[src/read_pipe_defines.svh]
// widths and sizes shared by the chunk read pipeline
// include this before the package and in any module that sizes a port
`ifndef READ_PIPE_DEFINES_SVH
`define READ_PIPE_DEFINES_SVH

// data and address widths
`define RP_WORD_BW 32
`define RP_ADDR_BW 32
`define RP_OFS_BW 16

// configurations and chunk buffer geometry
`define RP_N_CFG 2
`define RP_N_SLOT 4
`define RP_CHUNK_MAX 8
`define RP_LEN_BW 4
`define RP_SLOT_BW 2

// completed-slot queue between fetch and readout
`define RP_DONE_DEPTH 3

`endif

[src/read_pipe_pkg.sv]
// packed payload types passed between the read pipeline stages
// modules pull these in with a wildcard import in their header
`include "read_pipe_defines.svh"

package read_pipe_pkg;

	// word position inside one buffer slot
	typedef logic [$clog2(`RP_CHUNK_MAX)-1:0] word_idx_t;

	// block request, offsets are in rows and words
	typedef struct packed {
		logic [$clog2(`RP_N_CFG)-1:0] cfg_id;
		logic [`RP_OFS_BW-1:0]        row_ofs;
		logic [`RP_OFS_BW-1:0]        col_ofs;
	} block_req_t;

	typedef struct packed {
		logic [`RP_ADDR_BW-1:0] base;
		logic [`RP_ADDR_BW-1:0] row_stride;
		logic [`RP_LEN_BW-1:0]  len;
	} chunk_cfg_t;

	typedef struct packed {
		logic [`RP_ADDR_BW-1:0] start_addr;
		logic [`RP_LEN_BW-1:0]  len;
	} chunk_desc_t;

	// slot being filled, or a filled slot waiting for readout
	typedef struct packed {
		logic [`RP_SLOT_BW-1:0] slot;
		logic [`RP_LEN_BW-1:0]  len;
	} fill_tag_t;

	typedef struct packed {
		logic [`RP_SLOT_BW-1:0] slot;
		word_idx_t              word;
		logic [`RP_WORD_BW-1:0] data;
	} buf_wr_t;

endpackage

[src/chunk_buffer.sv]
// on-chip chunk buffer, one word slice per slot
// single write port from the fetch stage, registered read for readout
`timescale 1ns/1ps
`include "read_pipe_defines.svh"

module chunk_buffer
	import read_pipe_pkg::*;
(
	input  logic                   i_clk,
	input  logic                   i_rst,
	input  logic                   i_wr_en,
	input  buf_wr_t                i_wr,
	input  logic [`RP_SLOT_BW-1:0] i_rd_slot,
	input  word_idx_t              i_rd_word,
	output logic [`RP_WORD_BW-1:0] o_rd_data
);

	localparam int DEPTH = `RP_N_SLOT * `RP_CHUNK_MAX;

	logic [`RP_WORD_BW-1:0]   mem [DEPTH];
	logic [$clog2(DEPTH)-1:0] wr_idx;
	logic [$clog2(DEPTH)-1:0] rd_idx;

	// slot in the high bits, word in the low bits
	assign wr_idx = {i_wr.slot, i_wr.word};
	assign rd_idx = {i_rd_slot, i_rd_word};

	always_ff @(posedge i_clk) begin
		if (i_wr_en) begin
			mem[wr_idx] <= i_wr.data;
		end
	end

	// read every cycle, data follows the address by one cycle
	always_ff @(posedge i_clk or negedge i_rst) begin
		if (!i_rst) begin
			o_rd_data <= '0;
		end else begin
			o_rd_data <= mem[rd_idx];
		end
	end

endmodule

[src/chunk_fetch.sv]
// execute stage of the read pipeline
// allocates a buffer slot per descriptor, issues one memory read address
// per word, and writes the returning words into the slot in order
// a finished slot is pushed to the done queue as a fill tag
`timescale 1ns/1ps
`include "read_pipe_defines.svh"

module chunk_fetch
	import read_pipe_pkg::*;
(
	input  logic                   i_clk,
	input  logic                   i_rst,
	input  logic                   i_desc_rdy,
	output logic                   o_desc_ack,
	input  chunk_desc_t            i_desc,
	output logic                   o_dramra_rdy,
	input  logic                   i_dramra_ack,
	output logic [`RP_ADDR_BW-1:0] o_dramra,
	input  logic                   i_dramrd_rdy,
	output logic                   o_dramrd_ack,
	input  logic [`RP_WORD_BW-1:0] i_dramrd,
	output logic                   o_wr_en,
	output buf_wr_t                o_wr,
	output logic                   o_done_rdy,
	input  logic                   i_done_ack,
	output fill_tag_t              o_done,
	input  logic                   i_free
);

	// allocator
	logic [`RP_SLOT_BW:0]   n_busy;
	logic [`RP_SLOT_BW-1:0] alloc_slot;
	logic                   slot_free;
	// address looper
	logic [`RP_LEN_BW-1:0]  ra_left;
	logic                   ra_xfer;
	logic                   ra_last;
	logic                   looper_free;
	logic                   desc_take;
	// pending fill tags
	fill_tag_t              new_tag;
	fill_tag_t              pend_tag;
	logic                   pend_src_ack;
	logic                   pend_dst_rdy;
	logic                   pend_dst_ack;
	// writer
	logic [`RP_LEN_BW-1:0]  wr_cnt;
	logic                   wr_last;
	logic                   rd_xfer;

	// ======================================================================
	// slot allocation and descriptor intake
	// ======================================================================
	assign slot_free   = (n_busy != `RP_N_SLOT);
	assign ra_xfer     = o_dramra_rdy && i_dramra_ack;
	assign ra_last     = (ra_left == '0);
	// next chunk may start on the cycle the last address goes out
	assign looper_free = !o_dramra_rdy || (i_dramra_ack && ra_last);
	assign desc_take   = looper_free && slot_free;
	assign o_desc_ack  = i_desc_rdy && desc_take && pend_src_ack;

	assign new_tag.slot = alloc_slot;
	assign new_tag.len  = i_desc.len;

	// slots come back in allocation order, so a counter and a
	// round-robin pointer are enough
	always_ff @(posedge i_clk or negedge i_rst) begin
		if (!i_rst) begin
			n_busy     <= '0;
			alloc_slot <= '0;
		end else begin
			case ({o_desc_ack, i_free})
				2'b10:   n_busy <= n_busy + 1'b1;
				2'b01:   n_busy <= n_busy - 1'b1;
				default: n_busy <= n_busy;
			endcase
			if (o_desc_ack) begin
				alloc_slot <= (alloc_slot == `RP_N_SLOT - 1) ? '0 : alloc_slot + 1'b1;
			end
		end
	end

	// ======================================================================
	// address looper
	// ======================================================================
	always_ff @(posedge i_clk or negedge i_rst) begin
		if (!i_rst) begin
			o_dramra_rdy <= 1'b0;
			ra_left      <= '0;
		end else if (o_desc_ack) begin
			o_dramra_rdy <= 1'b1;
			ra_left      <= i_desc.len - 1'b1;
		end else if (ra_xfer) begin
			if (ra_last) begin
				o_dramra_rdy <= 1'b0;
			end else begin
				ra_left <= ra_left - 1'b1;
			end
		end
	end

	always_ff @(posedge i_clk) begin
		if (o_desc_ack) begin
			o_dramra <= i_desc.start_addr;
		end else if (ra_xfer) begin
			o_dramra <= o_dramra + 1'b1;
		end
	end

	// tags of chunks whose data is still coming back
	rdyack_fifo #(
		.payload_t(fill_tag_t),
		.DEPTH(2)
	) pend_fifo_i (
		.i_clk(i_clk),
		.i_rst(i_rst),
		.i_src_rdy(i_desc_rdy && desc_take),
		.o_src_ack(pend_src_ack),
		.i_src(new_tag),
		.o_dst_rdy(pend_dst_rdy),
		.i_dst_ack(pend_dst_ack),
		.o_dst(pend_tag)
	);

	// ======================================================================
	// buffer writer
	// ======================================================================
	assign wr_last = (wr_cnt + 1'b1 == pend_tag.len);
	// last word waits until the done queue can take the tag
	assign o_dramrd_ack = pend_dst_rdy && (!wr_last || i_done_ack);
	assign rd_xfer      = i_dramrd_rdy && o_dramrd_ack;
	assign pend_dst_ack = rd_xfer && wr_last;

	assign o_wr_en   = rd_xfer;
	assign o_wr.slot = pend_tag.slot;
	assign o_wr.word = word_idx_t'(wr_cnt);
	assign o_wr.data = i_dramrd;

	assign o_done_rdy = i_dramrd_rdy && pend_dst_rdy && wr_last;
	assign o_done     = pend_tag;

	always_ff @(posedge i_clk or negedge i_rst) begin
		if (!i_rst) begin
			wr_cnt <= '0;
		end else if (rd_xfer) begin
			wr_cnt <= wr_last ? '0 : wr_cnt + 1'b1;
		end
	end

endmodule

[src/chunk_head.sv]
// decode stage, turns a block request into a chunk descriptor
// start = base + row offset * row stride + column offset
// the descriptor sits in an output register with its own rdy
`timescale 1ns/1ps
`include "read_pipe_defines.svh"

module chunk_head
	import read_pipe_pkg::*;
(
	input  logic        i_clk,
	input  logic        i_rst,
	input  logic        i_req_rdy,
	output logic        o_req_ack,
	input  block_req_t  i_req,
	input  chunk_cfg_t  i_cfg [`RP_N_CFG],
	output logic        o_desc_rdy,
	input  logic        i_desc_ack,
	output chunk_desc_t o_desc
);

	chunk_cfg_t             cfg_sel;
	logic [`RP_ADDR_BW-1:0] row_ofs_ext;
	logic [`RP_ADDR_BW-1:0] col_ofs_ext;
	logic [`RP_ADDR_BW-1:0] start_addr;
	logic                   req_xfer;
	logic                   desc_xfer;

	// ======================================================================
	// address computation
	// ======================================================================
	assign cfg_sel     = i_cfg[i_req.cfg_id];
	assign row_ofs_ext = {{(`RP_ADDR_BW - `RP_OFS_BW){1'b0}}, i_req.row_ofs};
	assign col_ofs_ext = {{(`RP_ADDR_BW - `RP_OFS_BW){1'b0}}, i_req.col_ofs};
	// product wraps to the address width
	assign start_addr  = cfg_sel.base + row_ofs_ext * cfg_sel.row_stride + col_ofs_ext;

	// ======================================================================
	// output register
	// ======================================================================
	// take a request only if the register is empty or drains this cycle
	assign o_req_ack = i_req_rdy && (!o_desc_rdy || i_desc_ack);
	assign req_xfer  = o_req_ack;
	assign desc_xfer = o_desc_rdy && i_desc_ack;

	always_ff @(posedge i_clk or negedge i_rst) begin
		if (!i_rst) begin
			o_desc_rdy <= 1'b0;
		end else if (req_xfer) begin
			o_desc_rdy <= 1'b1;
		end else if (desc_xfer) begin
			o_desc_rdy <= 1'b0;
		end
	end

	always_ff @(posedge i_clk) begin
		if (req_xfer) begin
			o_desc.start_addr <= start_addr;
			o_desc.len        <= cfg_sel.len;
		end
	end

endmodule

[src/chunk_readout.sv]
// result stage, streams one completed slot at a time to the consumer
// first word shows two cycles after the done-queue transfer
// o_free pulses the cycle after the last word is taken
`timescale 1ns/1ps
`include "read_pipe_defines.svh"

module chunk_readout
	import read_pipe_pkg::*;
(
	input  logic                   i_clk,
	input  logic                   i_rst,
	input  logic                   i_done_rdy,
	output logic                   o_done_ack,
	input  fill_tag_t              i_done,
	output logic [`RP_SLOT_BW-1:0] o_rd_slot,
	output word_idx_t              o_rd_word,
	input  logic [`RP_WORD_BW-1:0] i_rd_data,
	output logic                   o_sramrd_rdy,
	input  logic                   i_sramrd_ack,
	output logic [`RP_WORD_BW-1:0] o_sramrd,
	output logic                   o_sramrd_last,
	output logic                   o_free
);

	logic                  busy;
	fill_tag_t             tag;
	logic [`RP_LEN_BW-1:0] out_cnt;
	logic [`RP_LEN_BW-1:0] rd_cnt;
	logic                  out_xfer;
	logic                  out_last;

	assign o_done_ack = i_done_rdy && !busy;
	assign out_xfer   = o_sramrd_rdy && i_sramrd_ack;
	assign out_last   = (out_cnt + 1'b1 == tag.len);

	// read one word ahead on a transfer so the next word is ready next cycle,
	// otherwise keep re-reading the offered word
	assign rd_cnt    = out_xfer ? out_cnt + 1'b1 : out_cnt;
	assign o_rd_slot = tag.slot;
	assign o_rd_word = word_idx_t'(rd_cnt);

	assign o_sramrd      = i_rd_data;
	assign o_sramrd_last = o_sramrd_rdy && out_last;

	always_ff @(posedge i_clk or negedge i_rst) begin
		if (!i_rst) begin
			busy         <= 1'b0;
			o_sramrd_rdy <= 1'b0;
			out_cnt      <= '0;
			o_free       <= 1'b0;
		end else begin
			o_free <= out_xfer && out_last;
			if (o_done_ack) begin
				busy    <= 1'b1;
				out_cnt <= '0;
			end else if (busy && !o_sramrd_rdy) begin
				// first word read is now in the buffer output register
				o_sramrd_rdy <= 1'b1;
			end else if (out_xfer) begin
				if (out_last) begin
					busy         <= 1'b0;
					o_sramrd_rdy <= 1'b0;
				end else begin
					out_cnt <= out_cnt + 1'b1;
				end
			end
		end
	end

	always_ff @(posedge i_clk) begin
		if (o_done_ack) begin
			tag <= i_done;
		end
	end

endmodule

[src/rdyack_fifo.sv]
// small circular queue with rdy/ack on both sides
// payload type and depth are set per instance
// output rdy follows a push by one cycle, input ack drops while full
`timescale 1ns/1ps

module rdyack_fifo #(
	parameter type payload_t = logic,
	parameter int  DEPTH     = 2
) (
	input  logic     i_clk,
	input  logic     i_rst,
	input  logic     i_src_rdy,
	output logic     o_src_ack,
	input  payload_t i_src,
	output logic     o_dst_rdy,
	input  logic     i_dst_ack,
	output payload_t o_dst
);

	localparam int PTR_BW = (DEPTH > 1) ? $clog2(DEPTH) : 1;
	localparam int CNT_BW = $clog2(DEPTH + 1);

	payload_t          mem [DEPTH];
	logic [PTR_BW-1:0] wr_ptr;
	logic [PTR_BW-1:0] rd_ptr;
	logic [CNT_BW-1:0] count;
	logic              push;
	logic              pop;

	assign o_src_ack = (count != DEPTH);
	assign o_dst_rdy = (count != 0);
	assign o_dst     = mem[rd_ptr];
	assign push      = i_src_rdy && o_src_ack;
	assign pop       = o_dst_rdy && i_dst_ack;

	always_ff @(posedge i_clk) begin
		if (push) begin
			mem[wr_ptr] <= i_src;
		end
	end

	// pointers wrap at DEPTH, which need not be a power of two
	always_ff @(posedge i_clk or negedge i_rst) begin
		if (!i_rst) begin
			wr_ptr <= '0;
			rd_ptr <= '0;
			count  <= '0;
		end else begin
			if (push) begin
				wr_ptr <= (wr_ptr == DEPTH - 1) ? '0 : wr_ptr + 1'b1;
			end
			if (pop) begin
				rd_ptr <= (rd_ptr == DEPTH - 1) ? '0 : rd_ptr + 1'b1;
			end
			case ({push, pop})
				2'b10:   count <= count + 1'b1;
				2'b01:   count <= count - 1'b1;
				default: count <= count;
			endcase
		end
	end

endmodule

[src/read_pipeline.sv]
// top of the chunk read pipeline
// request -> head -> descriptor queue -> fetch -> buffer -> done queue -> readout
// configurations are expected to stay static while requests are in flight
`timescale 1ns/1ps
`include "read_pipe_defines.svh"

module read_pipeline
	import read_pipe_pkg::*;
(
	input  logic                   i_clk,
	input  logic                   i_rst,
	input  logic                   i_req_rdy,
	output logic                   o_req_ack,
	input  block_req_t             i_req,
	input  chunk_cfg_t             i_cfg [`RP_N_CFG],
	output logic                   o_dramra_rdy,
	input  logic                   i_dramra_ack,
	output logic [`RP_ADDR_BW-1:0] o_dramra,
	input  logic                   i_dramrd_rdy,
	output logic                   o_dramrd_ack,
	input  logic [`RP_WORD_BW-1:0] i_dramrd,
	output logic                   o_sramrd_rdy,
	input  logic                   i_sramrd_ack,
	output logic [`RP_WORD_BW-1:0] o_sramrd,
	output logic                   o_sramrd_last
);

	// head to descriptor queue
	logic                   head_desc_rdy;
	logic                   head_desc_ack;
	chunk_desc_t            head_desc;
	// descriptor queue to fetch
	logic                   fetch_desc_rdy;
	logic                   fetch_desc_ack;
	chunk_desc_t            fetch_desc;
	// fetch to buffer
	logic                   wr_en;
	buf_wr_t                wr;
	// done queue, both sides
	logic                   done_in_rdy;
	logic                   done_in_ack;
	fill_tag_t              done_in;
	logic                   done_out_rdy;
	logic                   done_out_ack;
	fill_tag_t              done_out;
	// readout to buffer and allocator
	logic [`RP_SLOT_BW-1:0] rd_slot;
	word_idx_t              rd_word;
	logic [`RP_WORD_BW-1:0] rd_data;
	logic                   free;

	chunk_head chunk_head_i (
		.i_clk(i_clk),
		.i_rst(i_rst),
		.i_req_rdy(i_req_rdy),
		.o_req_ack(o_req_ack),
		.i_req(i_req),
		.i_cfg(i_cfg),
		.o_desc_rdy(head_desc_rdy),
		.i_desc_ack(head_desc_ack),
		.o_desc(head_desc)
	);

	rdyack_fifo #(
		.payload_t(chunk_desc_t),
		.DEPTH(2)
	) desc_fifo_i (
		.i_clk(i_clk),
		.i_rst(i_rst),
		.i_src_rdy(head_desc_rdy),
		.o_src_ack(head_desc_ack),
		.i_src(head_desc),
		.o_dst_rdy(fetch_desc_rdy),
		.i_dst_ack(fetch_desc_ack),
		.o_dst(fetch_desc)
	);

	chunk_fetch chunk_fetch_i (
		.i_clk(i_clk),
		.i_rst(i_rst),
		.i_desc_rdy(fetch_desc_rdy),
		.o_desc_ack(fetch_desc_ack),
		.i_desc(fetch_desc),
		.o_dramra_rdy(o_dramra_rdy),
		.i_dramra_ack(i_dramra_ack),
		.o_dramra(o_dramra),
		.i_dramrd_rdy(i_dramrd_rdy),
		.o_dramrd_ack(o_dramrd_ack),
		.i_dramrd(i_dramrd),
		.o_wr_en(wr_en),
		.o_wr(wr),
		.o_done_rdy(done_in_rdy),
		.i_done_ack(done_in_ack),
		.o_done(done_in),
		.i_free(free)
	);

	chunk_buffer chunk_buffer_i (
		.i_clk(i_clk),
		.i_rst(i_rst),
		.i_wr_en(wr_en),
		.i_wr(wr),
		.i_rd_slot(rd_slot),
		.i_rd_word(rd_word),
		.o_rd_data(rd_data)
	);

	rdyack_fifo #(
		.payload_t(fill_tag_t),
		.DEPTH(`RP_DONE_DEPTH)
	) done_fifo_i (
		.i_clk(i_clk),
		.i_rst(i_rst),
		.i_src_rdy(done_in_rdy),
		.o_src_ack(done_in_ack),
		.i_src(done_in),
		.o_dst_rdy(done_out_rdy),
		.i_dst_ack(done_out_ack),
		.o_dst(done_out)
	);

	chunk_readout chunk_readout_i (
		.i_clk(i_clk),
		.i_rst(i_rst),
		.i_done_rdy(done_out_rdy),
		.o_done_ack(done_out_ack),
		.i_done(done_out),
		.o_rd_slot(rd_slot),
		.o_rd_word(rd_word),
		.i_rd_data(rd_data),
		.o_sramrd_rdy(o_sramrd_rdy),
		.i_sramrd_ack(i_sramrd_ack),
		.o_sramrd(o_sramrd),
		.o_sramrd_last(o_sramrd_last),
		.o_free(free)
	);

endmodule

[config.mk]
export PLATFORM = sky130hd
export DESIGN_NAME = read_pipeline
export DESIGN_NICKNAME = d
export VERILOG_FILES = /design/src/read_pipe_pkg.sv /design/src/chunk_buffer.sv /design/src/chunk_fetch.sv /design/src/chunk_head.sv /design/src/chunk_readout.sv /design/src/rdyack_fifo.sv /design/src/read_pipeline.sv
export VERILOG_INCLUDE_DIRS = /design/src
export SDC_FILE = /design/constraint.sdc
export NUM_CORES = 2
export LEC_CHECK = 0
export CORE_UTILIZATION = 45
export DETAILED_ROUTE_END_ITERATION = 7
export DONT_BUFFER_PORTS = 1
export GPL_ROUTABILITY_DRIVEN = 0
export PLACE_DENSITY = 0.68
export SETUP_SLACK_MARGIN = 0.05
export SLEW_MARGIN = 40
export SYNTH_ARGS = -nofsm -noshare
export SYNTH_HDL_FRONTEND = slang
export SYNTH_SLANG_ARGS = --single-unit
export TNS_END_PERCENT = 100
[constraint.sdc]
create_clock -name i_clk -period 4.9 [get_ports i_clk]
set_input_delay 0.49 -clock i_clk [delete_from_list [all_inputs] [get_ports i_clk]]
set_output_delay 0.49 -clock i_clk [all_outputs]
set_load 0.02 [all_outputs]
==> reports/results.ini <==
[run_status]
status = complete, but fails checks
violations = setup timing

[route]
drtIter0Drc = 3075
route.detailed.drc = 0
viasPerCell = 5.58
drt_wl_total_mm = 147
first_pass_iters = 5
drt-wirelength-per-cell_um = 25.4
antenna_left = 0
routed-via-count = 32300

[global_routing]
grt_usage_pct = 21.4
grt_pass1_vias = 33500
overflow = 0
grt_pass1_wl_mm = 217
grt_max_degree = 72
grt_antenna_before_repair = 6

[critical_path]
crit_top_cell = fa_1
cp_max_fo = 72
path_cells = mux2_4 -> buf_12 -> buf_6 -> and2_4 -> fa_1 -> fa_1 -> fa_1 -> fa_1 -> fa_1 -> fa_1 -> ha_4 -> nor3_4 -> o32a_1 -> o21ai_2 -> a211o_1 -> a211o_1 -> a21oi_2 -> xnor2_1
path_class = primary input to register
slowest_delay_ns = 0.61
critPathSlowestCell = fa_1
end_kind = register
required_ns = 5.35
start_kind = primary input
cp.arrival_ns = 5.94

[clock_network]
cts.sinks = 1268
clock_latency_ns = 0.76
cts_buffer_depth = 3
cts_tree = yes
htree_levels = 3
root_buffer = clkbuf_16
cts_buffers = 117
clk_pin_slew_ns = 0.06

[yosys]
syn-num-nets = 4299
ys_ff_latch = 1268
synth-main-ff-cell = edfxtp_1
synth_edf_count = 1200
synth.avg_cell_area_sq_um = 16.9
yosysWarnings = 0
synth.yosys.seq_area_share_pct = 61.1
async_flop_share_pct = 5.36
synthCells = 3648
synth_cell_types = 54
synth_area_sq_um = 61800

[timing]
setup_tns_ns = -6.73
slew_viol_final = 0
fin_skew_ns = 0.0852
finalHoldViolCount = 0
slew_headroom_pct = 45.1
tightestPinTransition_ns = 0.824
fin_crit_ns = 5.49
rsz0062_at_grt = true
worst_slack_ns = -0.587
finalCritPeriodShare_pct = 112
setup-violations-final = 19
clock.fmax_mhz = 182
hold_slack_ns = 0.0495

[floorplan]
dieArea_sq_um = 139000
die_w_um = 373
start_util_pct = 45.5
core_area_sq_um = 136000
ios = 276
dieHeight_um = 373
rows = 135

[placed_design]
port_buffers = 0
hpwl_mm = 89.2
dp.cells = 5484

[cells_and_area]
final_cells = 5781
multiInputGateArea_sq_um = 23000
final_common_cell = edfxtp_1
finalNetCount = 4549
syn2layout_area_growth_pct = 14.9
regArea_sq_um = 37700
drive_gt1_share_pct = 26.1
nFillCells = 10800
final_cell_mix = edfxtp_1 (1200), inv_1 (392), fa_1 (343), mux4_2 (320), nand2_1 (286)

[job]
drv_cap = 0

[worst_hold_path]
worstHoldPathType = primary input to register

## cell families after synthesis
logic type	count (synthesis)	share of synthesized area (%)
XOR/XNOR	117	1.66
adder cells (fa/ha/maj)	444	13.2
flip-flops	1268	61.1
buffers and inverters	563	3.50
multiplexers	462	14.2
AO/OA/AOI/OAI	148	1.40
AND/OR/NAND/NOR	646	4.98
## synthesized netlist by cell type (2+ instances only)
cell / instances / area [sq um]
or3_1: 5 / 31.3
nand3_1: 24 / 120
xor2_1: 40 / 350
nor2b_1: 17 / 106
nor3b_1: 2 / 15.0
clkbuf_1: 118 / 443
nor2_1: 84 / 315
and4_1: 4 / 35.0
a211o_1: 2 / 17.5
o31ai_1: 2 / 15.0
mux2_1: 2 / 22.5
nand2b_1: 9 / 56.3
ha_1: 94 / 1180
buf_1: 8 / 30.0
nand4b_1: 2 / 17.5
nand4_1: 5 / 31.3
dfrtp_1: 68 / 1700
o21ai_1: 5 / 25.0
and2_1: 161 / 1010
inv_1: 405 / 1520
o211ai_1: 2 / 15.0
a211oi_1: 13 / 97.6
nor4_1: 4 / 25.0
o2111ai_1: 2 / 17.5
nor3_1: 11 / 55.1
buf_2: 31 / 155
and3_1: 12 / 75.1
o21ai_0: 41 / 205
or2_2: 2 / 12.5
a21oi_1: 57 / 285
fa_1: 350 / 7010
nand3b_1: 2 / 15.0
nand2_1: 299 / 1120
mux4_2: 320 / 7210
edfxtp_1: 1200 / 36000
a21o_1: 11 / 82.6
xnor2_1: 77 / 674
mux2i_1: 49 / 490
a2111oi_0: 2 / 17.5
a31oi_1: 2 / 12.5
mux2_2: 91 / 1020
## final cells by class
class	instances	share of cell area, %
multi-input combinational	1818	32.4
antenna	1	0.00352
timing repair buffer	288	3.74
clock inverter	67	0.960
inverter	405	2.14
tap	1781	3.14
clock buffer	153	4.51
sequential	1268	53.1
## path summary, 6_finish.rpt
kind / from / to / slack, ns / cells past startpoint
worst max-delay path: i_req[32] / chunk_head_i.o_desc[34]$_DFFE_PP_ / -0.59 / 18
worst min-delay path: i_cfg[68] / chunk_head_i.o_desc[0]$_DFFE_PP_ / 0.05 / 1
worst max register to register: chunk_fetch_i.wr_cnt[0]$_DFFE_PN0P_ / chunk_buffer_i.mem[26][3]$_DFFE_PP_ / 1.02 / 10
worst min register to register: chunk_head_i.o_desc[7]$_DFFE_PP_ / desc_fifo_i.mem[1][7]$_DFFE_PP_ / 0.43 / 0
max in group asynchronous: i_rst / desc_fifo_i.rd_ptr$_DFFE_PN0P_ / 4.07 / 2
min in group asynchronous: i_rst / chunk_buffer_i.o_rd_data[30]$_DFF_PN0_ / 0.31 / 2
## layer usage
| metal | track usage, % | up-vias | routed length [um] |
|---|---|---|---|
| li1 | - | 13800 | - |
| met1 | 28.6 | 17000 | 58100 |
| met2 | 36.3 | 1292 | 74600 |
| met3 | 3.56 | 173 | 11200 |
| met4 | 5.55 | 10 | 2920 |
| met5 | 0 | - | 56 |
## through the flow
step / setup slack [ns] / utilization [%] / cell area [sq um]
2_1_floorplan: -1.85 / - / 62100
3_3_place_gp: -1.49 / 48.4 / 65800
3_5_place_dp: -1.52 / 48.5 / 65800
4_1_cts: -0.533 / 52.1 / 70700
5_1_grt: -0.679 / 52.3 / 71000
6_report: -0.587 / 52.3 / 71000
## worst max-delay path, delay by kind of cell
| family | cells | cell delay [ns] |
|---|---|---|
| AO/OA/AOI/OAI | 5 | 1.02 |
| XOR/XNOR | 1 | 0.07 |
| adder cells (fa/ha/maj) | 7 | 3.40 |
| buffers and inverters | 2 | 0.26 |
| multiplexers | 1 | 0.36 |
| AND/OR/NAND/NOR | 2 | 0.31 |
## sequential cells by signal (all words and copies together) (netlist names), 12 cells and up
signal	count
done_fifo_i.mem	18
chunk_buffer_i.o_rd_data	32
chunk_head_i.o_desc	36
chunk_fetch_i.o_dramra	32
chunk_fetch_i.pend_fifo_i.mem	12
chunk_buffer_i.mem	1024
desc_fifo_i.mem	72
## what timing repair did
| item | 4_1_cts | 5_1_grt |
|---|---|---|
| cloned | 1 | 1 |
| endpoints found under the hold margin | 1095 | 0 |
| gates resized for setup | 85 | 91 |
| setup buffers | 25 | 17 |
| hold buffers | 38 | 0 |
| pin swaps | 61 | 64 |
| endpoints found under the setup margin | 20 | 21 |
Power is not shown: default switching activity piles up to over one toggle a cycle in this logic, so the estimate is an artifact.
